[src/common/uart_consts.svh]
`ifndef UART_CONSTS_SVH
`define UART_CONSTS_SVH

// Bus widths of the register block port
`define UART_AW 3
`define UART_DW 8

// Addresses 0 and 1 are banked by the DLAB bit
`define UART_REG_DL1 3'd0
`define UART_REG_DL2 3'd1
`define UART_REG_IE  3'd1
`define UART_REG_FC  3'd2
`define UART_REG_LC  3'd3

// Divisor written during bring-up
`define UART_DIVISOR_LO 8'h1b
`define UART_DIVISOR_HI 8'h00

// 8 data bits, 1 stop bit, no parity
`define UART_LC_RESET 8'h03

`define UART_LC_DLAB 8'h80
`define UART_IE_RDA  8'h01

`endif

[src/common/wb_pkg.sv]
package wb_pkg;

	// Direction of a single bus access
	typedef enum logic {
		WB_READ  = 1'b0,
		WB_WRITE = 1'b1
	} wb_op_e;

	// Current owner of the shared register bus
	typedef enum logic [1:0] {
		GRANT_NONE = 2'd0,
		GRANT_CFG  = 2'd1,
		GRANT_HOST = 2'd2
	} wb_grant_e;

endpackage

[src/common/uart_cfg_pkg.sv]
package uart_cfg_pkg;

	// Each access has an issue state and a wait-ack state
	typedef enum logic [4:0] {
		CFG_IDLE,
		CFG_RD_LC0,
		CFG_RD_LC0_ACK,
		CFG_WR_LC_DLAB,
		CFG_WR_LC_DLAB_ACK,
		CFG_WR_DL2,
		CFG_WR_DL2_ACK,
		CFG_WR_DL1,
		CFG_WR_DL1_ACK,
		CFG_RD_LC1,
		CFG_RD_LC1_ACK,
		CFG_WR_LC,
		CFG_WR_LC_ACK,
		CFG_WR_FC,
		CFG_WR_FC_ACK,
		CFG_RD_IE,
		CFG_RD_IE_ACK,
		CFG_WR_IE,
		CFG_WR_IE_ACK,
		CFG_GAP,
		CFG_DONE
	} cfg_state_e;

endpackage

[src/common/wb_if.sv]
`timescale 1ns/10ps
`include "uart_consts.svh"

interface wb_if;

	logic                cyc;
	logic                stb;
	logic                we;
	logic [`UART_AW-1:0] addr;
	logic [`UART_DW-1:0] wdata;
	logic [`UART_DW-1:0] rdata;
	logic                ack;

	modport master (
		output cyc, stb, we, addr, wdata,
		input  rdata, ack
	);

	modport slave (
		input  cyc, stb, we, addr, wdata,
		output rdata, ack
	);

	modport monitor (
		input cyc, stb, we, addr, wdata, rdata, ack
	);

endinterface

[src/hw/uart_config.sv]
`timescale 1ns/10ps
`include "uart_consts.svh"

module uart_config import wb_pkg::*, uart_cfg_pkg::*; (
	input  logic clk,
	input  logic rstn,
	input  logic start_config_i,
	output logic config_done_o,
	wb_if.master bus
);

	cfg_state_e          state_q;
	cfg_state_e          state_d;
	cfg_state_e          ret_q;
	cfg_state_e          ret_d;
	cfg_state_e          follow;
	logic                wait_ack;
	logic [`UART_DW-1:0] mod_q;
	wb_op_e              op;
	logic                cyc;
	logic [`UART_AW-1:0] addr;
	logic [`UART_DW-1:0] wdata;

	// The issue and wait-ack state of a step drive the same access
	always_comb begin
		op = WB_READ;
		cyc = 1'b0;
		addr = '0;
		wdata = '0;
		case (state_q)
			CFG_RD_LC0, CFG_RD_LC0_ACK, CFG_RD_LC1, CFG_RD_LC1_ACK: begin
				cyc = 1'b1;
				addr = `UART_REG_LC;
			end
			CFG_WR_LC_DLAB, CFG_WR_LC_DLAB_ACK: begin
				cyc = 1'b1;
				op = WB_WRITE;
				addr = `UART_REG_LC;
				wdata = mod_q | `UART_LC_DLAB;
			end
			CFG_WR_DL2, CFG_WR_DL2_ACK: begin
				cyc = 1'b1;
				op = WB_WRITE;
				addr = `UART_REG_DL2;
				wdata = `UART_DIVISOR_HI;
			end
			CFG_WR_DL1, CFG_WR_DL1_ACK: begin
				cyc = 1'b1;
				op = WB_WRITE;
				addr = `UART_REG_DL1;
				wdata = `UART_DIVISOR_LO;
			end
			CFG_WR_LC, CFG_WR_LC_ACK: begin
				cyc = 1'b1;
				op = WB_WRITE;
				addr = `UART_REG_LC;
				wdata = mod_q & ~`UART_LC_DLAB;
			end
			CFG_WR_FC, CFG_WR_FC_ACK: begin
				cyc = 1'b1;
				op = WB_WRITE;
				addr = `UART_REG_FC;
			end
			CFG_RD_IE, CFG_RD_IE_ACK: begin
				cyc = 1'b1;
				addr = `UART_REG_IE;
			end
			CFG_WR_IE, CFG_WR_IE_ACK: begin
				cyc = 1'b1;
				op = WB_WRITE;
				addr = `UART_REG_IE;
				wdata = mod_q | `UART_IE_RDA;
			end
			default: ;
		endcase
	end

	always_comb begin
		state_d = state_q;
		ret_d = ret_q;
		follow = CFG_DONE;
		wait_ack = 1'b0;
		case (state_q)
			CFG_IDLE: if (start_config_i) state_d = CFG_RD_LC0;
			CFG_RD_LC0: state_d = CFG_RD_LC0_ACK;
			CFG_WR_LC_DLAB: state_d = CFG_WR_LC_DLAB_ACK;
			CFG_WR_DL2: state_d = CFG_WR_DL2_ACK;
			CFG_WR_DL1: state_d = CFG_WR_DL1_ACK;
			CFG_RD_LC1: state_d = CFG_RD_LC1_ACK;
			CFG_WR_LC: state_d = CFG_WR_LC_ACK;
			CFG_WR_FC: state_d = CFG_WR_FC_ACK;
			CFG_RD_IE: state_d = CFG_RD_IE_ACK;
			CFG_WR_IE: state_d = CFG_WR_IE_ACK;
			CFG_RD_LC0_ACK: begin
				wait_ack = 1'b1;
				follow = CFG_WR_LC_DLAB;
			end
			CFG_WR_LC_DLAB_ACK: begin
				wait_ack = 1'b1;
				follow = CFG_WR_DL2;
			end
			CFG_WR_DL2_ACK: begin
				wait_ack = 1'b1;
				follow = CFG_WR_DL1;
			end
			CFG_WR_DL1_ACK: begin
				wait_ack = 1'b1;
				follow = CFG_RD_LC1;
			end
			CFG_RD_LC1_ACK: begin
				wait_ack = 1'b1;
				follow = CFG_WR_LC;
			end
			CFG_WR_LC_ACK: begin
				wait_ack = 1'b1;
				follow = CFG_WR_FC;
			end
			CFG_WR_FC_ACK: begin
				wait_ack = 1'b1;
				follow = CFG_RD_IE;
			end
			CFG_RD_IE_ACK: begin
				wait_ack = 1'b1;
				follow = CFG_WR_IE;
			end
			CFG_WR_IE_ACK: wait_ack = 1'b1;
			CFG_GAP: state_d = ret_q;
			default: ;
		endcase
		// Bus is released for one cycle before the next step, except after the last one
		if (wait_ack && bus.ack) begin
			state_d = (follow == CFG_DONE) ? CFG_DONE : CFG_GAP;
			ret_d = follow;
		end
	end

	always_ff @(posedge clk or negedge rstn) begin
		if (!rstn) begin
			state_q <= CFG_IDLE;
			ret_q <= CFG_IDLE;
		end else begin
			state_q <= state_d;
			ret_q <= ret_d;
		end
	end

	// Read data feeds the modify step of the next write
	always_ff @(posedge clk) begin
		if (bus.ack && op == WB_READ)
			mod_q <= bus.rdata;
	end

	assign bus.cyc = cyc;
	assign bus.stb = cyc;
	assign bus.we = (op == WB_WRITE);
	assign bus.addr = addr;
	assign bus.wdata = wdata;

	assign config_done_o = (state_q == CFG_DONE);

endmodule

[src/hw/host_bus_port.sv]
`timescale 1ns/10ps
`include "uart_consts.svh"

module host_bus_port import wb_pkg::*; (
	input  logic                clk,
	input  logic                rstn,
	input  logic                req_i,
	input  logic                we_i,
	input  logic [`UART_AW-1:0] addr_i,
	input  logic [`UART_DW-1:0] wdata_i,
	output logic                busy_o,
	output logic                done_o,
	output logic [`UART_DW-1:0] rdata_o,
	wb_if.master                bus
);

	wb_op_e              op_q;
	logic [`UART_AW-1:0] addr_q;
	logic [`UART_DW-1:0] wdata_q;
	logic [`UART_DW-1:0] rdata_q;
	logic                cyc_q;
	logic                busy_q;
	logic                done_q;

	always_ff @(posedge clk or negedge rstn) begin
		if (!rstn) begin
			cyc_q <= 1'b0;
			busy_q <= 1'b0;
			done_q <= 1'b0;
			rdata_q <= '0;
		end else begin
			done_q <= 1'b0;
			if (req_i && !busy_q) begin
				cyc_q <= 1'b1;
				busy_q <= 1'b1;
			end else if (cyc_q && bus.ack) begin
				cyc_q <= 1'b0;
				done_q <= 1'b1;
				if (op_q == WB_READ)
					rdata_q <= bus.rdata;
			end else if (done_q) begin
				busy_q <= 1'b0;
			end
		end
	end

	// Request fields are held for the whole transaction
	always_ff @(posedge clk) begin
		if (req_i && !busy_q) begin
			op_q <= we_i ? WB_WRITE : WB_READ;
			addr_q <= addr_i;
			wdata_q <= wdata_i;
		end
	end

	assign bus.cyc = cyc_q;
	assign bus.stb = cyc_q;
	assign bus.we = (op_q == WB_WRITE);
	assign bus.addr = addr_q;
	assign bus.wdata = wdata_q;

	assign busy_o = busy_q;
	assign done_o = done_q;
	assign rdata_o = rdata_q;

endmodule

[src/hw/wb_arbiter.sv]
`timescale 1ns/10ps

module wb_arbiter import wb_pkg::*; (
	input  logic      clk,
	input  logic      rstn,
	wb_if.slave       m0,
	wb_if.slave       m1,
	wb_if.master      s,
	output wb_grant_e grant_o
);

	wb_grant_e grant_q;
	wb_grant_e grant_d;
	wb_grant_e pick;

	// Sequencer wins a tie on a free bus
	assign pick = m0.cyc ? GRANT_CFG : (m1.cyc ? GRANT_HOST : GRANT_NONE);

	always_comb begin
		grant_d = grant_q;
		case (grant_q)
			GRANT_CFG: if (!m0.cyc) grant_d = pick;
			GRANT_HOST: if (!m1.cyc) grant_d = pick;
			default: grant_d = pick;
		endcase
	end

	always_ff @(posedge clk or negedge rstn) begin
		if (!rstn)
			grant_q <= GRANT_NONE;
		else
			grant_q <= grant_d;
	end

	always_comb begin
		s.cyc = 1'b0;
		s.stb = 1'b0;
		s.we = 1'b0;
		s.addr = '0;
		s.wdata = '0;
		m0.ack = 1'b0;
		m0.rdata = '0;
		m1.ack = 1'b0;
		m1.rdata = '0;
		case (grant_q)
			GRANT_CFG: begin
				s.cyc = m0.cyc;
				s.stb = m0.stb;
				s.we = m0.we;
				s.addr = m0.addr;
				s.wdata = m0.wdata;
				m0.ack = s.ack;
				m0.rdata = s.rdata;
			end
			GRANT_HOST: begin
				s.cyc = m1.cyc;
				s.stb = m1.stb;
				s.we = m1.we;
				s.addr = m1.addr;
				s.wdata = m1.wdata;
				m1.ack = s.ack;
				m1.rdata = s.rdata;
			end
			default: ;
		endcase
	end

	assign grant_o = grant_q;

endmodule

[src/uart_regs/uart_regs.sv]
`timescale 1ns/10ps
`include "uart_consts.svh"

module uart_regs (
	input  logic                  clk,
	input  logic                  rstn,
	wb_if.slave                   bus,
	output logic [2*`UART_DW-1:0] divisor_o,
	output logic [`UART_DW-1:0]   line_ctrl_o,
	output logic [`UART_DW-1:0]   int_en_o
);

	logic [`UART_DW-1:0] lc_q;
	logic [`UART_DW-1:0] dl1_q;
	logic [`UART_DW-1:0] dl2_q;
	logic [`UART_DW-1:0] ie_q;
	logic [`UART_DW-1:0] fc_q;
	logic [`UART_DW-1:0] rd_mux;
	logic [`UART_DW-1:0] rdata_q;
	logic                ack_q;
	logic                req;
	logic                dlab;

	assign req = bus.cyc && bus.stb && !ack_q;
	assign dlab = |(lc_q & `UART_LC_DLAB);

	// Address 0 without DLAB is the data port, which lives outside this block
	always_comb begin
		rd_mux = '0;
		case (bus.addr)
			`UART_REG_DL1: rd_mux = dlab ? dl1_q : '0;
			`UART_REG_IE: rd_mux = dlab ? dl2_q : ie_q;
			`UART_REG_FC: rd_mux = fc_q;
			`UART_REG_LC: rd_mux = lc_q;
			default: ;
		endcase
	end

	always_ff @(posedge clk or negedge rstn) begin
		if (!rstn) begin
			ack_q <= 1'b0;
			lc_q <= `UART_LC_RESET;
			dl1_q <= '0;
			dl2_q <= '0;
			ie_q <= '0;
			fc_q <= '0;
		end else begin
			ack_q <= req;
			if (req && bus.we) begin
				case (bus.addr)
					`UART_REG_DL1: if (dlab) dl1_q <= bus.wdata;
					`UART_REG_IE: begin
						if (dlab)
							dl2_q <= bus.wdata;
						else
							ie_q <= bus.wdata;
					end
					`UART_REG_FC: fc_q <= bus.wdata;
					`UART_REG_LC: lc_q <= bus.wdata;
					default: ;
				endcase
			end
		end
	end

	always_ff @(posedge clk) begin
		if (req)
			rdata_q <= rd_mux;
	end

	assign bus.ack = ack_q;
	assign bus.rdata = rdata_q;

	assign divisor_o = {dl2_q, dl1_q};
	assign line_ctrl_o = lc_q;
	assign int_en_o = ie_q;

endmodule

[src/hw/uart_cfg_top.sv]
`timescale 1ns/10ps
`include "uart_consts.svh"

module uart_cfg_top import wb_pkg::*; (
	input  logic                  clk,
	input  logic                  rstn,
	input  logic                  start_config_i,
	output logic                  config_done_o,
	input  logic                  host_req_i,
	input  logic                  host_we_i,
	input  logic [`UART_AW-1:0]   host_addr_i,
	input  logic [`UART_DW-1:0]   host_wdata_i,
	output logic                  host_busy_o,
	output logic                  host_done_o,
	output logic [`UART_DW-1:0]   host_rdata_o,
	output logic [2*`UART_DW-1:0] divisor_o,
	output logic [`UART_DW-1:0]   line_ctrl_o,
	output logic [`UART_DW-1:0]   int_en_o
);

	wb_grant_e grant;

	wb_if cfg_bus ();
	wb_if host_bus ();
	wb_if reg_bus ();

	uart_config u_config (
		.clk            (clk),
		.rstn           (rstn),
		.start_config_i (start_config_i),
		.config_done_o  (config_done_o),
		.bus            (cfg_bus.master)
	);

	host_bus_port u_host (
		.clk     (clk),
		.rstn    (rstn),
		.req_i   (host_req_i),
		.we_i    (host_we_i),
		.addr_i  (host_addr_i),
		.wdata_i (host_wdata_i),
		.busy_o  (host_busy_o),
		.done_o  (host_done_o),
		.rdata_o (host_rdata_o),
		.bus     (host_bus.master)
	);

	// Port m0 carries the sequencer, which has priority
	wb_arbiter u_arbiter (
		.clk     (clk),
		.rstn    (rstn),
		.m0      (cfg_bus.slave),
		.m1      (host_bus.slave),
		.s       (reg_bus.master),
		.grant_o (grant)
	);

	uart_regs u_regs (
		.clk         (clk),
		.rstn        (rstn),
		.bus         (reg_bus.slave),
		.divisor_o   (divisor_o),
		.line_ctrl_o (line_ctrl_o),
		.int_en_o    (int_en_o)
	);

endmodule

[config.mk]
export PLATFORM = sky130hd
export DESIGN_NAME = uart_cfg_top
export DESIGN_NICKNAME = d
export VERILOG_FILES = /design/src/common/wb_pkg.sv /design/src/common/uart_cfg_pkg.sv /design/src/common/wb_if.sv /design/src/hw/uart_config.sv /design/src/hw/host_bus_port.sv /design/src/hw/wb_arbiter.sv /design/src/uart_regs/uart_regs.sv /design/src/hw/uart_cfg_top.sv
export VERILOG_INCLUDE_DIRS = /design/src /design/src/common
export SDC_FILE = /design/constraint.sdc
export NUM_CORES = 1
export LEC_CHECK = 0
export ABC_AREA = 0
export BUFFER_PORTS_ARGS = -buffer_cell sky130_fd_sc_hd__buf_4
export CAP_MARGIN = 20
export CORE_ASPECT_RATIO = 0.7
export CORE_MARGIN = 2
export CORE_UTILIZATION = 55
export DETAILED_ROUTE_END_ITERATION = 8
export GPL_TIMING_DRIVEN = 0
export PLACE_DENSITY = 0.76
export RECOVER_POWER = 25
export SLEW_MARGIN = 20
export SYNTH_ARGS = -nofsm -noshare
export SYNTH_HDL_FRONTEND = slang
export SYNTH_HIERARCHICAL = 1
export SYNTH_SLANG_ARGS = --single-unit
[constraint.sdc]
create_clock -name clk -period 4.3 [get_ports clk]
set_input_delay 0.215 -clock clk [delete_from_list [all_inputs] [get_ports clk]]
set_output_delay 0.215 -clock clk [all_outputs]
set_load 0.02 [all_outputs]
==> summary.txt, run 1 <==
Route
  – Starting DRT DRC Count: 343
  – ANT nets after route: 0
  – DRC violations left: 0
  – Post-Route WL: about 11000 microns
  – Drt pass-1 iters: 5
  – Via count: 3415
  – Drt wl/cell: 18.7 microns
  – Vias per cell: 5.99

Worst setup path
  – R2R Setup Slk: between 0.6 and 0.7 ns
  – Critical path class: reg -> reg
  – FF-to-FF End: u_regs/dl1_q[2]
  – Crit path cell chain: buf_2 -> buf_2 -> buf_1 -> o21ai_0 -> o31ai_1 -> a211oi_1 -> a22oi_1 -> nor2_1 -> nor4b_2 -> and2_1 -> buf_2 -> mux2_2
  – Crit path required time: 4.52 ns
  – Crit path launch type: flop
  – FF-to-FF Start: u_config/state_q[0]
  – WP buf/inv: 4
  – Critical Path Fanout Max: 10
  – Worst R2R Path Depth: 12
  – Crit path DAT: 3.83 ns
  – Setup crit end: u_regs/dl1_q[2]
  – Critical path's largest stage delay: 0.79 ns
  – Critical-path top delay cell: nor4b_2
  – WP depth: 12
  – Cell family with most CP delay: simple AND/OR/NAND/NOR gates
  – Critical Path End Type: flop
  – Worst setup path startpoint: u_config/state_q[0]
  – Most used cell, CP: buf_2

Logic synthesis
  – Post-synth EDFFs: 28
  – Top cell type's share of synthesized area: 0.333
  – Seq/Total Area, Yosys: 0.524
  – Dominant synthesized flop cell: dfrtp_1
  – Post-Syn Nets: between 400 and 500
  – Area of the mapped netlist: around 4700 sq um
  – Synth unique cells: 63
  – Most numerous cell in the Yosys netlist: dfrtp_1
  – Synth area leaders: dfrtp_1, edfxtp_1, mux2_2, mux2i_1, mux2_4
  – Seq cells post-synth: between 90 and 100
  – Synth async-reset ratio: 0.696
  – Syn avg cell area: 11.9 sq um
  – Synth area leader: dfrtp_1
  – Post-synthesis instance total: 391
  – Yosys warning count: 6
  – Post-synth top cells: dfrtp_1, mux2_2, edfxtp_1

Cells and area
  – Number of diodes: 0
  – Non-Filler Instances: 570
  – Area growth from synthesis to layout: 19.2%
  – Nets: 478
  – Filler cells: 626
  – Share of cells above drive strength 1: 0.335

Status
  – Outcome: finished, violations left
  – Failing checks: capacitance limit, slew limit

STA
  – Post-layout worst setup margin: 0.687 ns
  – Setup_tns: 0 ns
  – Worst Skew: between 0.004 and 0.005 ns
  – Final min period: 3.61 ns
  – Max_slew headroom: -1.32
  – Final hold slack: 0.0725 ns
  – Final hold violation count: 0
  – RSZ-0062 raised after global routing: false
  – Measured slew at the worst slew-check pin: 3.49 ns
  – Fin crit share: 0.840
  – Final setup viols: 0
  – Final Max Slew Viols: 65
  – Fmax: 0.277 GHz

CTS
  – CTS max path bufs: 2
  – H-tree depth: 3
  – Total CTS buffers: 9
  – Post-CTS Setup Inserts: 0
  – Worst skew pair latency: 0.34 ns
  – Clk sinks: 92
  – Root buffer cell: clkbuf_16
  – Post-cts resize count: 0
  – Worst-path clk slew: 0.06 ns
  – Hold-fix buffers at CTS: 0
  – CTS tree: yes

GRT
  – Initial antenna violation count: 0
  – Grt ovf: 0
  – Number of global-route vias before repair: roughly 3200
  – Largest net degree at the start of global routing: 65
  – First-pass GRT wire length: 17100 microns
  – Total GRT Usage: 0.246

Floorplanning
  – Core Area: 8340 sq um
  – Die ar.: 9240 sq um
  – Die Span Y: about 80 microns
  – Io pins: between 50 and 60
  – Rows: 28
  – Initial Util: 0.559
  – Chip width: around 110 microns

Placed design
  – PortBufs: 58
  – RD Place Congestion: 0.907
  – Hpwl dp: 7680 microns
  – Pre-CTS worst setup slack: 0.774 ns
  – Post-placement cell count: 554

Power and ir drop
  – Switching share of power: 0.370
  – Internal: 2.24 mW
  – Seq pwr share: 0.321
  – Switching power: 1.32 mW
  – Worst VDD drop: roughly 0.3 mV
  – Combinational Power Share: 0.431
  – LEAKAGE: 2.49 nW
  – Pwr per Cell Area: 641 nW/um^2
  – Clk pwr share: 0.248

Flow run
  – Maxcap violations: 1

Min path
  – Hold WC Path Type: in -> reg
cell families after synthesis:
group,synth area share
simple gates,0.123
flops,0.524
compound gates,0.127
mux,0.162
buf+inv,0.0496
fa+ha+maj,0.00751
xor+xnor,0.00564
other cells,0.000804
metal layers:
layer  up-vias  track usage  part of all wire
met2       157        0.358              0.44
li1       1570            -                 -
met1      1680        0.378              0.47
met5         -            0                 0
met3         8       0.0590             0.084
met4         0       0.0476            0.0077
final cells by class:
class | instances | area, sq um | share of cell area
well taps | 105 | 131 | 0.0236
plain buffers | 30 | 198 | 0.0356
repair buffers | 58 | 432 | 0.0776
multi-input cells | 260 | 1990 | 0.357
clock inverters | 4 | 97.6 | 0.0176
flip-flops and latches | 92 | 2440 | 0.440
inverters | 9 | 33.8 | 0.00608
clock buffers | 12 | 236 | 0.0425
registers in the layout, indices dropped and copies added (netlist names), 3 cells and up:
signal              count
u_config/mod_q          8
u_config/ret_q          5
u_config/state_q        5
u_host/bus.addr         3
u_host/bus.wdata        8
u_host/rdata_o          8
u_regs/bus.rdata        8
u_regs/dl1_q            8
u_regs/dl2_q            8
u_regs/fc_q             8
u_regs/int_en_o         8
u_regs/line_ctrl_o      8
power groups by stage:
| stage | Clock, mW | Sequential [mW] | Combinational, mW |
|---|---|---|---|
| floorplan | 0 | 1.19 | 1.06 |
| global placement | 0 | 1.15 | 1.45 |
| detailed placement | 0 | 1.16 | 1.50 |
| CTS | 0.899 | 1.14 | 1.51 |
| global route | 0.943 | 1.16 | 1.66 |
| finish | 0.884 | 1.15 | 1.53 |
how the worst min path moves through the flow:
stage,start,to,slack (ns),cells past startpoint
detailed placement,rstn,u_arbiter/grant_o[1],0.37,1
floorplan,rstn,u_arbiter/grant_o[0],-0.08,0
global route,host_wdata_i[4],u_host/bus.wdata[4],0.06,1
global placement,rstn,u_host/done_o,0.35,1
finish,host_we_i,u_host/bus.we,0.07,1
CTS,rstn,u_arbiter/grant_o[1],0.007,1
cells in the final DEF (no fill, tap or decap), types with 5 or more instances in the layout:
cell / n
dfrtp_1: 62
buf_4: 51
mux2_2: 40
edfxtp_1: 28
nor2_1: 23
and2_1: 19
mux2i_1: 17
o21ai_0: 17
a22oi_1: 16
nand2_1: 16
a21oi_1: 15
clkbuf_4: 12
buf_2: 11
clkbuf_16: 9
mux2_4: 9
clkbuf_1: 8
inv_1: 8
nor2b_1: 7
a2bb2oi_1: 7
nor3_1: 6
nand3_1: 6
buf_6: 5
nand2b_1: 5
o22ai_1: 5
through the flow:
stage               utilization  instance area [sq um]  total power [mW]
floorplan                     -                   4660              2.24
global placement          0.627                   5230              2.61
detailed placement        0.627                   5230              2.66
CTS                       0.667                   5560              3.55
global route              0.667                   5560              3.77
finish                    0.667                   5560              3.56
Note: power is estimated with default switching activity, not from simulation.
==> run 2, diff against run 1 <==
CORE_UTILIZATION = 52   (was 55)
clock period = 3 ns   (was 4.3 ns; I/O delays follow)
==> summary.txt, run 2 (synthesis results as in run 1) <==
Min path
  – Min-delay src: host_req_i
  – Hold Path Depth: 3
  – Hold WC Path Type: in -> reg

Power and ir drop
  – Pwr per Cell Area: 940 nW/um^2
  – Worst VDD drop: 0.483 mV
  – LEAKAGE: 2.48 nW
  – Power, Total: 5.40 mW

Worst setup path
  – Critical-path top delay cell: dfrtp_1
  – Critical path class: reg -> reg
  – Crit path launch type: flop
  – Worst R2R Path Depth: 12
  – Critical Path Fanout Max: 10
  – Crit path required time: 3.23 ns
  – Worst setup path startpoint: u_config/state_q[3]
  – Crit path DAT: 3.12 ns
  – Critical Path End Type: flop
  – Critical path's largest stage delay: 0.39 ns
  – FF-to-FF Start: u_config/state_q[3]
  – Crit path cell chain: buf_4 -> buf_6 -> nor2_4 -> nor2_1 -> a211oi_2 -> a22oi_2 -> nor2_2 -> or3b_1 -> buf_6 -> or3_1 -> buf_6 -> mux2_4
  – Most used cell, CP: buf_6

Route
  – Vias per cell: 5.88
  – DRC violations left: 0
  – Drt pass-1 iters: 5
  – Drt wl/cell: around 19 microns
  – Via count: roughly 3600
  – Starting DRT DRC Count: between 300 and 400
  – Post-Route WL: 11800 microns
  – ANT nets after route: 0

STA
  – Fmax: 0.346 GHz
  – Final min period: 2.89 ns
  – Max_slew headroom: -0.0783
  – Final hold slack: 0.100 ns
  – Fin crit share: 0.964
  – Final Max Slew Viols: 65
  – Measured slew at the worst slew-check pin: about 1.6 ns
  – Worst Skew: ~0.0054 ns
  – Final setup viols: 0
  – Final hold violation count: 0
  – Post-layout worst setup margin: ~0.11 ns

GRT
  – First-pass GRT wire length: 18900 microns
  – Total GRT Usage: 0.258
  – Number of global-route vias before repair: 3478
  – Initial antenna violation count: 0
  – Grt ovf: 0
  – Largest net degree at the start of global routing: 65

CTS
  – Worst skew pair latency: 0.34 ns
  – Clk sinks: 92
  – Root buffer cell: clkbuf_16
  – Worst-path clk slew: 0.07 ns
  – CTS max path bufs: 2
  – CTS tree: yes
  – H-tree depth: 3
  – Total CTS buffers: 9

Cells and area
  – Most common cell after layout, fill and taps aside: dfrtp_1
  – Final design area excluding fillers: 5740 sq um
  – Nets: 498
  – Number of diodes: 0
  – Area growth from synthesis to layout: 23.2%
  – Share of cells above drive strength 1: 0.301
  – Most frequent cells in the layout: dfrtp_1, mux2_2, clkbuf_1, edfxtp_1, buf_4

Placed design
  – Pre-CTS worst setup slack: -0.631 ns
  – DP Area: about 5200 sq um
  – RD Place Congestion: 0.910
  – PortBufs: 58
  – Hpwl dp: 8150 microns

Floorplanning
  – Die Span Y: 83.2 microns
  – Die ar.: about 10000 sq um
  – Chip width: 117 microns
  – Io pins: 59
  – Core Area: about 8600 sq um
  – Rows: 28
  – Initial Util: 0.543

Status
  – Outcome: finished, violations left
  – Failing checks: capacitance limit, slew limit

Flow run
  – Maxcap violations: 1
run 2: cell count changes in the layout (fill, tap and decap cells not counted), moves of 3 or more:
cell / previous run / this run
clkbuf_1: 8 / 39
clkinv_4: 0 / 3
nor2_2: 0 / 3
buf_2: 11 / 3
nor2_1: 23 / 19
buf_6: 5 / 10
dlygate4sd3_1: 0 / 13
buf_4: 51 / 26
run 2: cell type report:
cell class,instances,area [sq um]
Buffer,26,226
Multi-Input combinational cell,260,2050
Tap cell,120,150
Inverter,9,35.0
Clock buffer,9,225
Sequential cell,92,2440
Timing Repair Buffer,82,512
Fill cell,677,2840
Clock inverter,7,100
run 2: path summary, 6_finish.rpt:
path	slack [ns]	to
setup / recovery	0.11	u_regs/dl2_q[4]
hold / removal	0.10	u_host/busy_o
setup reg to reg	0.11	u_regs/dl2_q[4]
hold reg to reg	0.46	u_host/busy_o
max in group asynchronous	1.28	u_config/ret_q[4]
min in group asynchronous	0.74	u_host/busy_o
run 2: power breakdown:
group          switching (mW)  total [mW]  internal [mW]
Combinational            1.45        2.52           1.07
Sequential              0.133        1.65           1.51
Clock                   0.494        1.23          0.736
run 2: metrics by stage:
| stage | instances | utilization | TNS [ns] |
|---|---|---|---|
| CTS | 601 | 0.677 | 0 |
| detailed placement | 569 | 0.612 | -19.17 |
| global route | 605 | 0.669 | -0.0158 |
| floorplan | 391 | - | 0 |
| finish | 605 | 0.669 | 0 |
| global placement | 569 | 0.612 | -17.67 |
run 2: per-layer routing:
metal  track usage  vias up  part of all wire
met4        0.0588        0             0.012
met2         0.351      163              0.44
met1         0.396     1764              0.45
li1              -     1616                 -
met5             0        -                 0
met3        0.0861       15             0.094
run 2: worst max-delay path: cells and delay by family (launching register included):
kind | cells | cell delay, ns
mux | 1 | 0.30
simple gates | 5 | 1.10
flops | 1 | 0.39
buf+inv | 4 | 0.67
compound gates | 2 | 0.31
run 2: what timing repair did:
action | in CTS | in global routing
setup buffers | 7 | 4
hold buffers | 13 | 0
pin swaps | 6 | 7
gates resized for setup | 19 | 20
endpoints found under the setup margin | 56 | 48
hold endpoints to repair | 74 | 0
==> run 3, diff against run 2 <==
CORE_ASPECT_RATIO = 0.8   (was 0.7)
GPL_TIMING_DRIVEN = 1   (was 0)
==> summary.txt, run 3 (synthesis results as in run 1) <==
CTS
  – CTS max path bufs: 2
  – Worst skew pair latency: 0.36 ns
  – CTS tree: yes
  – Total CTS buffers: 9
  – Worst-path clk slew: 0.09 ns
  – Post-CTS Setup Inserts: 0
  – H-tree depth: 3
  – Clk sinks: 92
  – Root buffer cell: clkbuf_8

Min path
  – Min-delay src: host_req_i
  – WHS Endpoint: u_host/busy_o
  – Hold Path Depth: 3
  – Hold WC Path Type: in -> reg

Route
  – ANT nets after route: 0
  – Post-Route WL: 11000 microns
  – Starting DRT DRC Count: between 150 and 200
  – Vias per cell: 5.83
  – DRC violations left: 0
  – Drt pass-1 iters: 5
  – Via count: 3424
  – Drt wl/cell: around 19 microns

Cells and area
  – Final design area excluding fillers: 5560 sq um
  – Filler cells: 675
  – Area of the multi-input gates: approximately 2000 sq um
  – Most frequent cells in the layout: dfrtp_1, buf_4, mux2_2, edfxtp_1, nor2_1
  – FF+latch area: 2450 sq um
  – Nets: 488
  – Most common cell after layout, fill and taps aside: dfrtp_1
  – Number of diodes: 0
  – Share of cells above drive strength 1: 0.328
  – Area growth from synthesis to layout: 19.3%

STA
  – RSZ-0062 raised after global routing: true
  – Max_slew headroom: -0.0689
  – Post-layout worst setup margin: 0.0840 ns
  – Measured slew at the worst slew-check pin: 1.60 ns
  – Final min period: 2.92 ns
  – Fin crit share: 0.972
  – Fmax: around 0.34 GHz
  – Final setup viols: 0
  – Final hold violation count: 0
  – Final Max Slew Viols: 65
  – Worst Skew: 0.0111 ns
  – Setup_tns: 0 ns
  – Final hold slack: 0.0803 ns

Placed design
  – Hpwl dp: 7730 microns
  – Pre-CTS worst setup slack: about 0.094 ns
  – DP Area: 5260 sq um
  – PortBufs: between 50 and 60
  – RD Place Congestion: 0.932

Power and ir drop
  – Seq pwr share: 0.358
  – Combinational Power Share: 0.459
  – Clk pwr share: 0.183
  – Switching power: 1.87 mW
  – LEAKAGE: 2.46 nW
  – Internal: 2.90 mW
  – Switching share of power: 0.393
  – Worst VDD drop: between 0.3 and 0.4 mV
  – Pwr per Cell Area: 858 nW/um^2

Floorplanning
  – Die ar.: between 9000 and 10000 sq um
  – Rows: 30
  – Chip width: about 110 microns
  – Die Span Y: between 80 and 90 microns
  – Io pins: 59
  – Initial Util: 0.543
  – Core Area: 8600 sq um

Worst setup path
  – Critical path class: reg -> reg
  – Crit path DAT: 3.16 ns
  – Worst R2R Path Depth: 8
  – Critical Path End Type: flop
  – FF-to-FF Start: u_config/state_q[4]
  – Most used cell, CP: a22oi_1
  – Crit path required time: 3.24 ns
  – Critical path's largest stage delay: slightly below 0.6 ns
  – Crit path launch type: flop
  – Crit path cell chain: buf_4 -> nor3_1 -> a22oi_1 -> a22oi_1 -> nor2_1 -> nand4b_1 -> or3_1 -> mux2_2
  – FF-to-FF End: u_regs/fc_q[2]
  – R2R Setup Slk: between 0.08 and 0.09 ns
  – Critical Path Fanout Max: 17
  – Critical-path top delay cell: or3_1

GRT
  – Total GRT Usage: 0.239
  – Grt ovf: 0
  – Largest net degree at the start of global routing: 65
  – First-pass GRT wire length: 17200 microns
  – Number of global-route vias before repair: approximately 3300
  – Initial antenna violation count: 0

Flow run
  – Maxcap violations: 1

Status
  – Outcome: finished, violations left
  – Failing checks: capacitance limit, slew limit
-- run 3: cell count changes in the layout (fill, tap and decap cells not counted), moves of 3 or more --
cell,change
buf_6,-10
dfrtp_1,-3
nor2_1,+4
buf_4,+32
nor2_2,-3
clkbuf_16,-7
dfrtp_2,+3
clkbuf_8,+10
buf_2,-3
clkbuf_1,-25
-- run 3: repair_timing --
| action | 4_1_cts | 5_1_grt |
|---|---|---|
| endpoints found under the hold margin | 74 | 0 |
| endpoints found under the setup margin | 0 | 38 |
| hold buffers | 13 | 0 |
| gates resized for setup | 0 | 6 |
-- run 3: worst max-delay path by stage --
stage                        start         endpoint  slack [ns]  cells after the start
6_report       u_config/state_q[4]   u_regs/fc_q[2]        0.08                      8
5_1_grt        u_config/state_q[4]   u_regs/fc_q[2]       -0.02                      8
4_1_cts        u_config/state_q[0]  u_regs/dl2_q[0]        0.08                      9
3_5_place_dp   u_config/state_q[0]  u_regs/dl2_q[0]        0.09                      9
3_3_place_gp   u_config/state_q[1]  u_regs/dl2_q[6]        0.16                      7
2_1_floorplan  u_config/state_q[2]  u_regs/dl2_q[0]        0.05                     13
-- run 3: final cells by class --
cell class / instances / area share
clock inverter: 3 / 0.00427
timing repair buffer: 98 / 0.131
clock buffer: 13 / 0.0344
tap: 112 / 0.0252
sequential: 92 / 0.440
multi-input combinational: 260 / 0.359
inverter: 9 / 0.00607
-- run 3: per-layer routing --
| layer | vias to the layer above | part of all wire | track usage |
|---|---|---|---|
| li1 | 1590 | - | - |
| met1 | 1698 | 0.45 | 0.338 |
| met2 | 129 | 0.47 | 0.383 |
| met3 | 7 | 0.071 | 0.0604 |
| met4 | 0 | 0.0057 | 0.0380 |
| met5 | - | 0 | 0 |
-- run 3: stage by stage --
stage                     power [mW]   util  std cells
final                           4.77  0.647        587
after global routing            5.04  0.647        587
after CTS                       4.77  0.652        587
after detailed placement        3.87  0.611        558
after global placement          3.82  0.611        558
after floorplan                 3.22      -        391
-- run 3: power groups by stage --
stage / registers (mW) / logic [mW] / clock network, mW
floorplan: 1.70 / 1.52 / 0
global placement: 1.72 / 2.09 / 0
detailed placement: 1.73 / 2.14 / 0
CTS: 1.70 / 2.17 / 0.892
global route: 1.74 / 2.36 / 0.946
finish: 1.71 / 2.19 / 0.871
-- run 3: critical path: cells and delay by family (launching register included) --
kind,cells,cell delay [ns]
and+or+nand+nor,4,1.09
AOI/OAI and AO/OA,2,0.61
DFF,1,0.48
muxes,1,0.35
buffers and inverters,1,0.26
